===== src/verilog/arcade_pkg.sv =====
`default_nettype none

package arcade_pkg;

	localparam int KEY_CODE_W = 8;
	localparam int JOY_W      = 8;
	localparam int STATUS_W   = 32;
	localparam int AUDIO_W    = 10;
	localparam int RESET_HOLD = 16;

	// ps/2 set 2 scan codes
	localparam logic [KEY_CODE_W-1:0] KEY_UP     = 8'h75;
	localparam logic [KEY_CODE_W-1:0] KEY_DOWN   = 8'h72;
	localparam logic [KEY_CODE_W-1:0] KEY_LEFT   = 8'h6B;
	localparam logic [KEY_CODE_W-1:0] KEY_RIGHT  = 8'h74;
	localparam logic [KEY_CODE_W-1:0] KEY_COIN   = 8'h76; // esc
	localparam logic [KEY_CODE_W-1:0] KEY_START1 = 8'h05; // f1
	localparam logic [KEY_CODE_W-1:0] KEY_START2 = 8'h06; // f2
	localparam logic [KEY_CODE_W-1:0] KEY_FIRE1  = 8'h29; // space
	localparam logic [KEY_CODE_W-1:0] KEY_FIRE2  = 8'h11; // alt

	localparam int ST_RESET       = 0;
	localparam int ST_ROTATE      = 2;
	localparam int ST_SCANLINE_LO = 3; // two bits wide
	localparam int ST_BLEND       = 5;
	localparam int ST_RESET2      = 6;

	localparam int JOY_RIGHT = 0;
	localparam int JOY_LEFT  = 1;
	localparam int JOY_DOWN  = 2;
	localparam int JOY_UP    = 3;
	localparam int JOY_FIRE  = 4;
	localparam int JOY_BOMB  = 5;

	typedef struct packed {
		logic up;
		logic down;
		logic left;
		logic right;
		logic coin;
		logic start1;
		logic start2;
		logic fire1;
		logic fire2;
		logic spare; // always zero
	} key_buttons_t;

	typedef struct packed {
		logic coin;
		logic start1;
		logic start2;
		logic up;
		logic down;
		logic left;
		logic right;
		logic fire;
		logic bomb;
	} game_controls_t;

	typedef struct packed {
		logic [2:0] r;
		logic [2:0] g;
		logic [1:0] b;
		logic       hb;
		logic       vb;
		logic       hs;
		logic       vs;
	} core_video_t;

	typedef struct packed {
		logic [5:0] r;
		logic [5:0] g;
		logic [5:0] b;
		logic       hs;
		logic       vs;
	} vga_out_t;

endpackage

`default_nettype wire


===== src/verilog/key_latch.sv =====
`default_nettype none

module key_latch import arcade_pkg::*; (
	input  wire logic                  clk_18,
	input  wire logic                  rst_n,
	input  wire logic                  key_strobe,
	input  wire logic                  key_pressed,
	input  wire logic [KEY_CODE_W-1:0] key_code,
	output key_buttons_t               keys
);

	always_ff @(posedge clk_18) begin
		if (!rst_n) begin
			keys <= '0;
		end else if (key_strobe) begin
			case (key_code)
				KEY_UP: begin
					keys.up <= key_pressed;
				end
				KEY_DOWN: begin
					keys.down <= key_pressed;
				end
				KEY_LEFT: begin
					keys.left <= key_pressed;
				end
				KEY_RIGHT: begin
					keys.right <= key_pressed;
				end
				KEY_COIN: begin
					keys.coin <= key_pressed;
				end
				KEY_START1: begin
					keys.start1 <= key_pressed;
				end
				KEY_START2: begin
					keys.start2 <= key_pressed;
				end
				KEY_FIRE1: begin
					keys.fire1 <= key_pressed;
				end
				KEY_FIRE2: begin
					keys.fire2 <= key_pressed;
				end
				default: begin
					keys.spare <= 1'b0; // unknown code leaves levels held
				end
			endcase
		end
	end

endmodule

`default_nettype wire


===== src/verilog/control_mux.sv =====
`default_nettype none

module control_mux import arcade_pkg::*; (
	input  wire logic             clk_18,
	input  wire logic             rst_n,
	input  key_buttons_t          keys,
	input  wire logic [JOY_W-1:0] joystick_0,
	input  wire logic [JOY_W-1:0] joystick_1,
	input  wire logic             rotate,
	output game_controls_t        controls
);

	logic raw_up;
	logic raw_down;
	logic raw_left;
	logic raw_right;
	logic raw_fire;
	logic raw_bomb;

	always_comb begin
		raw_up    = keys.up | joystick_0[JOY_UP] | joystick_1[JOY_UP];
		raw_down  = keys.down | joystick_0[JOY_DOWN] | joystick_1[JOY_DOWN];
		raw_left  = keys.left | joystick_0[JOY_LEFT] | joystick_1[JOY_LEFT];
		raw_right = keys.right | joystick_0[JOY_RIGHT] | joystick_1[JOY_RIGHT];
		raw_fire  = keys.fire1 | joystick_0[JOY_FIRE] | joystick_1[JOY_FIRE];
		raw_bomb  = keys.fire2 | joystick_0[JOY_BOMB] | joystick_1[JOY_BOMB];
	end

	always_ff @(posedge clk_18) begin
		if (!rst_n) begin
			controls <= '0;
		end else begin
			controls.coin   <= keys.coin;
			controls.start1 <= keys.start1;
			controls.start2 <= keys.start2;
			// low rotate means cabinet on its side
			controls.up     <= rotate ? raw_up : raw_left;
			controls.down   <= rotate ? raw_down : raw_right;
			controls.left   <= rotate ? raw_left : raw_down;
			controls.right  <= rotate ? raw_right : raw_up;
			controls.fire   <= raw_fire;
			controls.bomb   <= raw_bomb;
		end
	end

endmodule

`default_nettype wire


===== src/verilog/reset_ctrl.sv =====
`default_nettype none

module reset_ctrl import arcade_pkg::*; (
	input  wire logic                clk_18,
	input  wire logic                rst_n,
	input  wire logic [STATUS_W-1:0] status,
	input  wire logic [1:0]          buttons,
	output logic                     core_reset
);

	localparam int CNT_W = $clog2(RESET_HOLD);

	logic             req_q;
	logic [CNT_W-1:0] hold_cnt;

	always_ff @(posedge clk_18) begin
		if (!rst_n) begin
			req_q    <= 1'b0;
			hold_cnt <= CNT_W'(RESET_HOLD - 1);
		end else begin
			req_q <= status[ST_RESET] | status[ST_RESET2] | buttons[1];
			if (req_q) begin
				hold_cnt <= CNT_W'(RESET_HOLD - 1); // reload while requested
			end else if (hold_cnt != '0) begin
				hold_cnt <= hold_cnt - 1'b1;
			end
		end
	end

	// sample itself covers the first held cycle
	assign core_reset = req_q | (hold_cnt != '0);

endmodule

`default_nettype wire


===== src/verilog/video_out.sv =====
`default_nettype none

module video_out import arcade_pkg::*; (
	input  wire logic                clk_18,
	input  wire logic                rst_n,
	input  core_video_t              video,
	input  wire logic [STATUS_W-1:0] status,
	input  wire logic                scandoubler_disable,
	output vga_out_t                 vga
);

	logic       blank;
	logic [2:0] b_ext;
	logic [5:0] wide_r;
	logic [5:0] wide_g;
	logic [5:0] wide_b;
	logic [5:0] prev_r;
	logic [5:0] prev_g;
	logic [5:0] prev_b;
	logic [1:0] dim_level;
	logic       hs_q;
	logic       line_odd;

	// optional blend with previous pixel, then scanline darkening
	function automatic logic [5:0] shade(
		input logic [5:0] cur,
		input logic [5:0] prev,
		input logic       blend,
		input logic [1:0] level
	);
		logic [6:0] sum;
		logic [5:0] px;
		logic [7:0] prod;
		sum  = {1'b0, cur} + {1'b0, prev};
		px   = blend ? sum[6:1] : cur;
		prod = px * level;
		return px - prod[7:2];
	endfunction

	always_comb begin
		blank  = video.hb | video.vb;
		b_ext  = {video.b[0], video.b}; // 2 bits stretched to 3
		wide_r = blank ? 6'd0 : {video.r, video.r};
		wide_g = blank ? 6'd0 : {video.g, video.g};
		wide_b = blank ? 6'd0 : {b_ext, b_ext};
		if (line_odd && !scandoubler_disable) begin
			dim_level = status[ST_SCANLINE_LO +: 2];
		end else begin
			dim_level = 2'd0;
		end
	end

	always_ff @(posedge clk_18) begin
		if (!rst_n) begin
			hs_q     <= 1'b0;
			line_odd <= 1'b0;
		end else begin
			hs_q <= video.hs;
			if (video.vs) begin
				line_odd <= 1'b0;
			end else if (video.hs && !hs_q) begin
				line_odd <= ~line_odd; // hs rising edge
			end
		end
	end

	always_ff @(posedge clk_18) begin
		if (!rst_n) begin
			prev_r <= '0;
			prev_g <= '0;
			prev_b <= '0;
			vga    <= '0;
		end else begin
			prev_r <= wide_r;
			prev_g <= wide_g;
			prev_b <= wide_b;
			vga.r  <= shade(wide_r, prev_r, status[ST_BLEND], dim_level);
			vga.g  <= shade(wide_g, prev_g, status[ST_BLEND], dim_level);
			vga.b  <= shade(wide_b, prev_b, status[ST_BLEND], dim_level);
			vga.hs <= video.hs;
			vga.vs <= video.vs;
		end
	end

endmodule

`default_nettype wire


===== src/verilog/sigma_delta_dac.sv =====
`default_nettype none

module sigma_delta_dac import arcade_pkg::*; (
	input  wire logic               clk_18,
	input  wire logic               rst_n,
	input  wire logic [AUDIO_W-1:0] sample,
	output logic                    bit_out
);

	logic [AUDIO_W-1:0] acc;
	logic [AUDIO_W:0]   sum;

	// carry out is the density-coded output
	assign sum = {1'b0, acc} + {1'b0, sample};

	always_ff @(posedge clk_18) begin
		if (!rst_n) begin
			acc     <= '0;
			bit_out <= 1'b0;
		end else begin
			acc     <= sum[AUDIO_W-1:0];
			bit_out <= sum[AUDIO_W];
		end
	end

endmodule

`default_nettype wire


===== src/verilog/arcade_shell.sv =====
`default_nettype none

module arcade_shell import arcade_pkg::*; (
	input  wire logic                  clk_18,
	input  wire logic                  rst_n,
	input  wire logic                  key_strobe,
	input  wire logic                  key_pressed,
	input  wire logic [KEY_CODE_W-1:0] key_code,
	input  wire logic [JOY_W-1:0]      joystick_0,
	input  wire logic [JOY_W-1:0]      joystick_1,
	input  wire logic [STATUS_W-1:0]   status,
	input  wire logic [1:0]            buttons,
	input  wire logic                  scandoubler_disable,
	input  core_video_t                video,
	input  wire logic [AUDIO_W-1:0]    audio,
	output logic                       core_reset,
	output game_controls_t             controls,
	output vga_out_t                   vga,
	output logic                       audio_l,
	output logic                       audio_r
);

	key_buttons_t keys;
	logic         dac_bit;

	key_latch u_key_latch (
		.clk_18      (clk_18),
		.rst_n       (rst_n),
		.key_strobe  (key_strobe),
		.key_pressed (key_pressed),
		.key_code    (key_code),
		.keys        (keys)
	);

	control_mux u_control_mux (
		.clk_18     (clk_18),
		.rst_n      (rst_n),
		.keys       (keys),
		.joystick_0 (joystick_0),
		.joystick_1 (joystick_1),
		.rotate     (status[ST_ROTATE]),
		.controls   (controls)
	);

	reset_ctrl u_reset_ctrl (
		.clk_18     (clk_18),
		.rst_n      (rst_n),
		.status     (status),
		.buttons    (buttons),
		.core_reset (core_reset)
	);

	video_out u_video_out (
		.clk_18              (clk_18),
		.rst_n               (rst_n),
		.video               (video),
		.status              (status),
		.scandoubler_disable (scandoubler_disable),
		.vga                 (vga)
	);

	sigma_delta_dac u_dac (
		.clk_18  (clk_18),
		.rst_n   (rst_n),
		.sample  (audio),
		.bit_out (dac_bit)
	);

	// mono source on both channels
	assign audio_l = dac_bit;
	assign audio_r = dac_bit;

endmodule

`default_nettype wire


===== config.mk =====
export PLATFORM = sky130hd
export DESIGN_NAME = arcade_shell
export DESIGN_NICKNAME = d
export VERILOG_FILES = /design/src/verilog/arcade_pkg.sv /design/src/verilog/key_latch.sv /design/src/verilog/control_mux.sv /design/src/verilog/reset_ctrl.sv /design/src/verilog/video_out.sv /design/src/verilog/sigma_delta_dac.sv /design/src/verilog/arcade_shell.sv
export SDC_FILE = /design/constraint.sdc
export NUM_CORES = 1
export LEC_CHECK = 0
export BUFFER_PORTS_ARGS = -buffer_cell sky130_fd_sc_hd__buf_2
export CAP_MARGIN = 30
export CORE_UTILIZATION = 55
export CTS_CLUSTER_DIAMETER = 50
export DETAILED_ROUTE_END_ITERATION = 10
export PLACE_DENSITY = 0.82
export SKIP_LAST_GASP = 1
export SLEW_MARGIN = 20
export SYNTH_ARGS = -nofsm -noshare
export SYNTH_HDL_FRONTEND = slang
export SYNTH_SLANG_ARGS = --single-unit
export TNS_END_PERCENT = 20

===== constraint.sdc =====
create_clock -name clk_18 -period 12 [get_ports clk_18]
set_clock_uncertainty 0.1 [all_clocks]
set_input_delay 1.2 -clock clk_18 [delete_from_list [all_inputs] [get_ports clk_18]]
set_output_delay 1.2 -clock clk_18 [all_outputs]
set_load 0.05 [all_outputs]

==> impl_metrics.yaml, run 1 <==
floorplanning:
  ios: 117
  fp.dieW_um: 93.7
  dieHeight_um: 93.7
  dieArea_um2: 8790
  initial_core_util_pct: 56.6
  core_um2: 8180
  rows: 33
detailed_routing:
  vias: 4172
  via_per_inst: 5.53
  antenna_left: 0
  drc: 2
  wl_um: 10000
  post_drt_wl_per_cell_um: 13.3
  drt_pass1_iterations: 8
  drt_iter0_drc: 169
synthesis:
  yosysWarnings: 0
  ys_types: 64
  async_flop_share_pct: 0
  ys.flop_type: "dfxtp_1"
  yosys.area.top_type: "dfxtp_1"
  synth_area_leaders: "dfxtp_1 27%, ha_1 12%, nor2_1 6.0%"
  synth_fp_nets: 713
  avgSynthCellArea_um2: 8.09
  synth_top_area_share_pct: 27.2
  synth_edf_count: 0
  synth_cells: 572
  syn-cell-area_um2: 4630
  yosysSeqAreaShare_pct: 27.2
  synth-seq-cells: 63
setup_path:
  start_kind: "input port"
  cp.arrival_ns: 5.95
  endpoint_kind: "flop"
  cp_max_fo: 12
  worstReg2RegEnd: "u_video_out.vga[13]$_SDFF_PN0_"
  r2r-start: "u_video_out.prev_g[3]$_SDFF_PN0_"
  criticalPathCategory: "input port to flop"
  worstPathRequired_ns: 12.17
  r2r_slack_ns: 7.44
  r2r_cells: 18
sta:
  rsz0062_at_grt: "false"
  max_freq_mhz: 173
  final-setup-viol-count: 0
  period_needed_ns: 5.78
  tightest_slew_ns: 0.680
  final.setup.worst_slack_ns: 6.22
  drv_slew: 0
  hold-worst-slack_ns: 0.362
  hold_viol: 0
  worst_slew_margin_rel_pct: 54.5
  timing.final.crit_share_pct: 48.2
  fin_tns_setup_ns: 0
power:
  p_comb_share_pct: 28.4
  seqPwrFrac_pct: 39.7
  p_leak_uw: 0.00253
  ir_drop_v: 0.0000652
  pwr_density_cell_nw_per_um2: 112
  p_sw_uw: 206
  p_clk_share_pct: 31.9
  internal_power_uw: 386
  swShare_pct: 34.7
global_route:
  grt_pass1_vias: 3899
  antenna_found_initial: 0
  grtUsageTotal_pct: 23.7
  grt_pass1_wl_um: 16700
  grt_overflow: 0
  grt_max_degree: 50
finish:
  syn_to_final_growth_pct: 13.8
  seqCellArea_um2: 1260
  nets: 786
  layout_common_cells: "85 x buf_2, 74 x nor2_1, 63 x dfxtp_1"
  multi_input_area_um2: 3070
  drive_above_1_share_pct: 18.3
  layout_commonest_cell: "buf_2"
  fillers: 709
  antennaDiodeCount: 0
cts:
  clk_pin_slew_worst_paths_ns: 0.08
  cts_tree: "done"
  cts_max_level: 3
  postCtsSetupBuffers: 0
  ctsResizeCount: 0
  cts.sinks: 63
  ctsHoldBuffers: 0
  root_buffer: "clkbuf_8"
  clock_latency_ns: 0.34
  clock_path_buffers: 2
  numCtsBuffers: 9
placement:
  pre_cts_ws_ns: 5.92
  port_buffers: 85
  place_congestion: 0.883
  dp_hpwl_um: 7520
hold_path:
  min_from: "u_key_latch.keys[5]$_SDFFE_PN0P_"
  worstHoldEndpoint: "u_control_mux.controls[8]$_SDFF_PN0_"
  hold_class: "flop to flop"
  hold_depth: 1
outcome:
  failed_checks: "design-rule violations"
  status: "complete, but fails checks"
job:
  drv_cap: 0
## power by group through the flow
stage                     combinational [uW]  sequential (uW)  clock (uW)
after floorplan                          103              267           0
after detailed placement                 167              240           0
after global placement                   161              239           0
after CTS                                168              235         191
final                                    168              235         189
after global routing                     188              237         202
## sequential cells by signal, summed over array words and instances (netlist names)
register	cells
u_video_out.line_odd	1
u_video_out.prev_g	3
u_reset_ctrl.hold_cnt	4
u_video_out.prev_b	2
u_video_out.prev_r	3
u_control_mux.controls	9
u_key_latch.keys	9
u_video_out.vga	19
u_dac.acc	10
u_reset_ctrl.req_q	1
u_dac.bit_out	1
u_video_out.hs_q	1
## per-stage QoR
step	std cells	util, %	instance area [um2]	power [uW]
2_1_floorplan	572	-	4630	371
3_3_place_gp	739	62.0	5070	400
3_5_place_dp	739	62.0	5070	407
4_1_cts	755	64.4	5270	594
5_1_grt	755	64.4	5270	627
6_report	755	64.4	5270	592
## worst max-delay path, stage by stage
cell      delay (ns)
buf_2           0.16
nor2_1          0.55
nand2_1         0.28
fa_1            0.59
maj3_2          0.36
nor2_1          0.09
nor3_1          0.06
nor4_2          0.43
nor2_1          0.08
ha_1            0.36
nand2_1         0.08
a21o_1          0.17
o311ai_1        0.27
xnor2_1         0.12
ha_1            0.33
o21ai_0         0.12
a21oi_1         0.22
o21ai_0         0.14
a21o_1          0.20
mux2i_1         0.12
## cells by family after synthesis
kind of cell,synth area share (%)
mux,1.97
fa+ha+maj,17.6
flops,27.2
simple gates,24.0
xor+xnor,5.49
compound gates,17.2
buf+inv,6.51
## synth_stat cells (3+ instances only)
cell,instances
nor3_1,23
o21a_1,4
a31oi_1,3
nor4_1,6
and3_1,8
clkbuf_1,10
buf_1,5
or2_2,3
o21ai_0,26
o311ai_1,4
nand2_1,31
nand3_1,12
a21o_1,13
nor4b_1,3
xor2_1,13
inv_1,48
nor2_1,74
o211ai_1,3
or3_1,4
and2_1,12
a211oi_1,7
nand2b_1,11
ha_1,45
or3b_1,3
buf_4,3
dfxtp_1,63
mux2i_1,8
a21oi_1,40
nor2b_1,13
fa_1,11
buf_2,4
xnor2_1,16
and3b_1,3
## how the worst max path moves through the flow
| stage | from | endpoint | cells after the start |
|---|---|---|---|
| floorplan | video[3] | u_video_out.vga[7]$_SDFF_PN0_ | 19 |
| global placement | video[2] | u_video_out.vga[13]$_SDFF_PN0_ | 20 |
| detailed placement | video[2] | u_video_out.vga[13]$_SDFF_PN0_ | 20 |
| CTS | video[2] | u_video_out.vga[13]$_SDFF_PN0_ | 20 |
| global route | video[2] | u_video_out.vga[13]$_SDFF_PN0_ | 20 |
| finish | video[2] | u_video_out.vga[13]$_SDFF_PN0_ | 20 |
## cell type report
type | count | area share (%)
Multi-Input combinational cell | 437 | 58.2
Sequential cell | 63 | 23.9
Timing Repair Buffer | 86 | 8.22
Inverter | 48 | 3.42
Tap cell | 105 | 2.49
Clock buffer | 9 | 2.35
Clock inverter | 7 | 1.35
## routing by layer
layer	global-route usage (%)	vias to the layer above	wire length, um
met1	27.9	1923	4500
met4	11.4	0	312
li1	-	2120	-
met2	40.7	101	4830
met3	5.18	28	378
met5	0	-	0
Note: power is estimated with default switching activity, not from simulation.
==> run 2: changes to the inputs <==
--- a/config.mk
+++ b/config.mk
@@ -7,10 +7,10 @@
 export LEC_CHECK = 0
 export BUFFER_PORTS_ARGS = -buffer_cell sky130_fd_sc_hd__buf_2
 export CAP_MARGIN = 30
-export CORE_UTILIZATION = 55
+export CORE_UTILIZATION = 49
 export CTS_CLUSTER_DIAMETER = 50
 export DETAILED_ROUTE_END_ITERATION = 10
-export PLACE_DENSITY = 0.82
+export PLACE_DENSITY = 0.77
 export SKIP_LAST_GASP = 1
 export SLEW_MARGIN = 20
 export SYNTH_ARGS = -nofsm -noshare
==> constraint.sdc (replaced) <==
create_clock -name clk_18 -period 4.75 [get_ports clk_18]
set_clock_uncertainty 0.1 [all_clocks]
set_input_delay 0.475 -clock clk_18 [delete_from_list [all_inputs] [get_ports clk_18]]
set_output_delay 0.475 -clock clk_18 [all_outputs]
set_load 0.05 [all_outputs]
==> impl_metrics.yaml, run 2 (synthesized netlist as in run 1, its figures left out) <==
outcome:
  status: "finished, final reports clean"
floorplanning:
  initial_core_util_pct: 50.3
  core_um2: 9200
  dieArea_um2: 9840
  fp.dieW_um: 99.2
  dieHeight_um: 99.2
  ios: 117
  rows: 35
global_route:
  grt_overflow: 0
  grtUsageTotal_pct: 21.9
  grt_max_degree: 50
  grt_pass1_wl_um: 17600
  antenna_found_initial: 0
  grt_pass1_vias: 4143
power:
  pwr_density_cell_nw_per_um2: 276
  p_leak_uw: 0.00265
  report.power.total_uw: 1510
  ir_drop_v: 0.000153
finish:
  layout_common_cells: "85 x buf_2, 74 x nor2_1, 63 x dfxtp_1"
  final_cells: 786
  largestRegisters: "u_video_out.vga: 19 flops, u_dac.acc: 10 flops"
  layout_commonest_cell: "buf_2"
  drive_above_1_share_pct: 21.3
  syn_to_final_growth_pct: 18.3
  fillers: 842
  largest_register_ffs: 19
  antennaDiodeCount: 0
  regMostFlops: "u_video_out.vga"
  nets: 811
sta:
  tightest_slew_ns: 0.548
  fin_tns_setup_ns: 0
  drv_slew: 0
  timing.final.crit_share_pct: 90.8
  period_needed_ns: 4.31
  worst_slew_margin_rel_pct: 63.1
  final-setup-viol-count: 0
  hold_viol: 0
  max_freq_mhz: 232
  rsz0062_at_grt: "false"
cts:
  clock_path_buffers: 2
  cts_tree: "done"
  root_buffer: "clkbuf_8"
  ctsResizeCount: 0
  cts_max_level: 3
  numCtsBuffers: 9
  postCtsSetupBuffers: 0
  clock_latency_ns: 0.35
  clk_pin_slew_worst_paths_ns: 0.07
  cts.sinks: 63
  ctsHoldBuffers: 0
detailed_routing:
  via_per_inst: 5.43
  post_drt_wl_per_cell_um: 13.0
  drt_pass1_iterations: 5
  antenna_left: 0
  vias: 4269
  drt_iter0_drc: 229
  wl_um: 10200
  drc: 0
setup_path:
  cp_max_fo: 10
  criticalPathCategory: "input port to flop"
  start_kind: "input port"
  worstPathRequired_ns: 4.93
  cp.arrival_ns: 4.49
  endpoint_kind: "flop"
hold_path:
  hold_class: "input port to flop"
placement:
  place_congestion: 0.930
  port_buffers: 85
  dp.cells: 770
  dp_hpwl_um: 7940
job:
  drv_cap: 0
run 2: cell types whose count changed in the layout (fill, tap and decap cells not counted):
cell | previous run | this run
inv_6 | 1 | 0
clkinv_2 | 2 | 0
buf_4 | 1 | 26
clkinv_4 | 0 | 2
clkbuf_8 | 9 | 10
run 2: metrics by stage:
stage / setup slack, ns / utilization, % / instance area [um2] / hold WS, ns
5_1_grt: 0.0851 / 59.5 / 5480 / 0.214
3_3_place_gp: 0.212 / 57.3 / 5270 / 0.342
2_1_floorplan: 0.132 / - / 4630 / 0.323
4_1_cts: 0.457 / 59.5 / 5480 / 0.209
3_5_place_dp: 0.108 / 57.3 / 5270 / 0.344
6_report: 0.439 / 59.5 / 5480 / 0.220
run 2: worst paths after layout:
path / slack, ns / cells past startpoint / endpoint / startpoint
hold reg to reg: 0.37 / 1 / u_control_mux.controls[6]$_SDFF_PN0_ / u_key_latch.keys[3]$_SDFFE_PN0P_
setup / recovery: 0.44 / 23 / u_video_out.vga[19]$_SDFF_PN0_ / video[2]
hold / removal: 0.22 / 2 / u_video_out.line_odd$_SDFFE_PP0P_ / video[0]
setup reg to reg: 0.53 / 18 / u_video_out.vga[13]$_SDFF_PN0_ / u_video_out.prev_g[3]$_SDFF_PN0_
run 2: layout make-up:
| cell class | instances | area (um2) | share of cell area [%] |
|---|---|---|---|
| clock buffer | 10 | 138 | 2.51 |
| clock inverter | 6 | 70.1 | 1.28 |
| tap | 111 | 139 | 2.54 |
| multi-input combinational | 437 | 3070 | 56.0 |
| sequential | 63 | 1260 | 23.0 |
| inverter | 48 | 180 | 3.29 |
| timing repair buffer | 111 | 621 | 11.3 |
run 2: metal layers:
metal / wire [um] / track usage (%) / vias to the layer above / share of wire [%]
li1: - / - / 2167 / -
met1: 4330 / 24.9 / 1984 / 42
met2: 5280 / 39.5 / 89 / 52
met3: 316 / 3.44 / 29 / 3.1
met4: 317 / 11.7 / 0 / 3.1
met5: 0 / 0 / - / 0
run 2: critical path: stages:
cell and delay (ns):
buf_2 0.10, nor2_1 0.13, buf_4 0.17, nand2_1 0.08
inv_1 0.07, ha_1 0.26, a21oi_1 0.29, o21ai_0 0.12
a21oi_1 0.18, nor2_1 0.06, a311oi_1 0.29, buf_4 0.17
nor2_1 0.07, fa_1 0.45, a21o_1 0.18, a21oi_1 0.22
xor2_1 0.10, ha_1 0.28, inv_1 0.05, a21oi_1 0.16
o21ai_0 0.13, a211o_1 0.30, a21oi_1 0.13
run 2: where the power goes:
| group | internal, uW | switching [uW] | total, uW |
|---|---|---|---|
| sequential | 578 | 16.8 | 595 |
| combinational | 167 | 273 | 440 |
| clock | 258 | 218 | 476 |
| total | 1000 | 508 | 1510 |
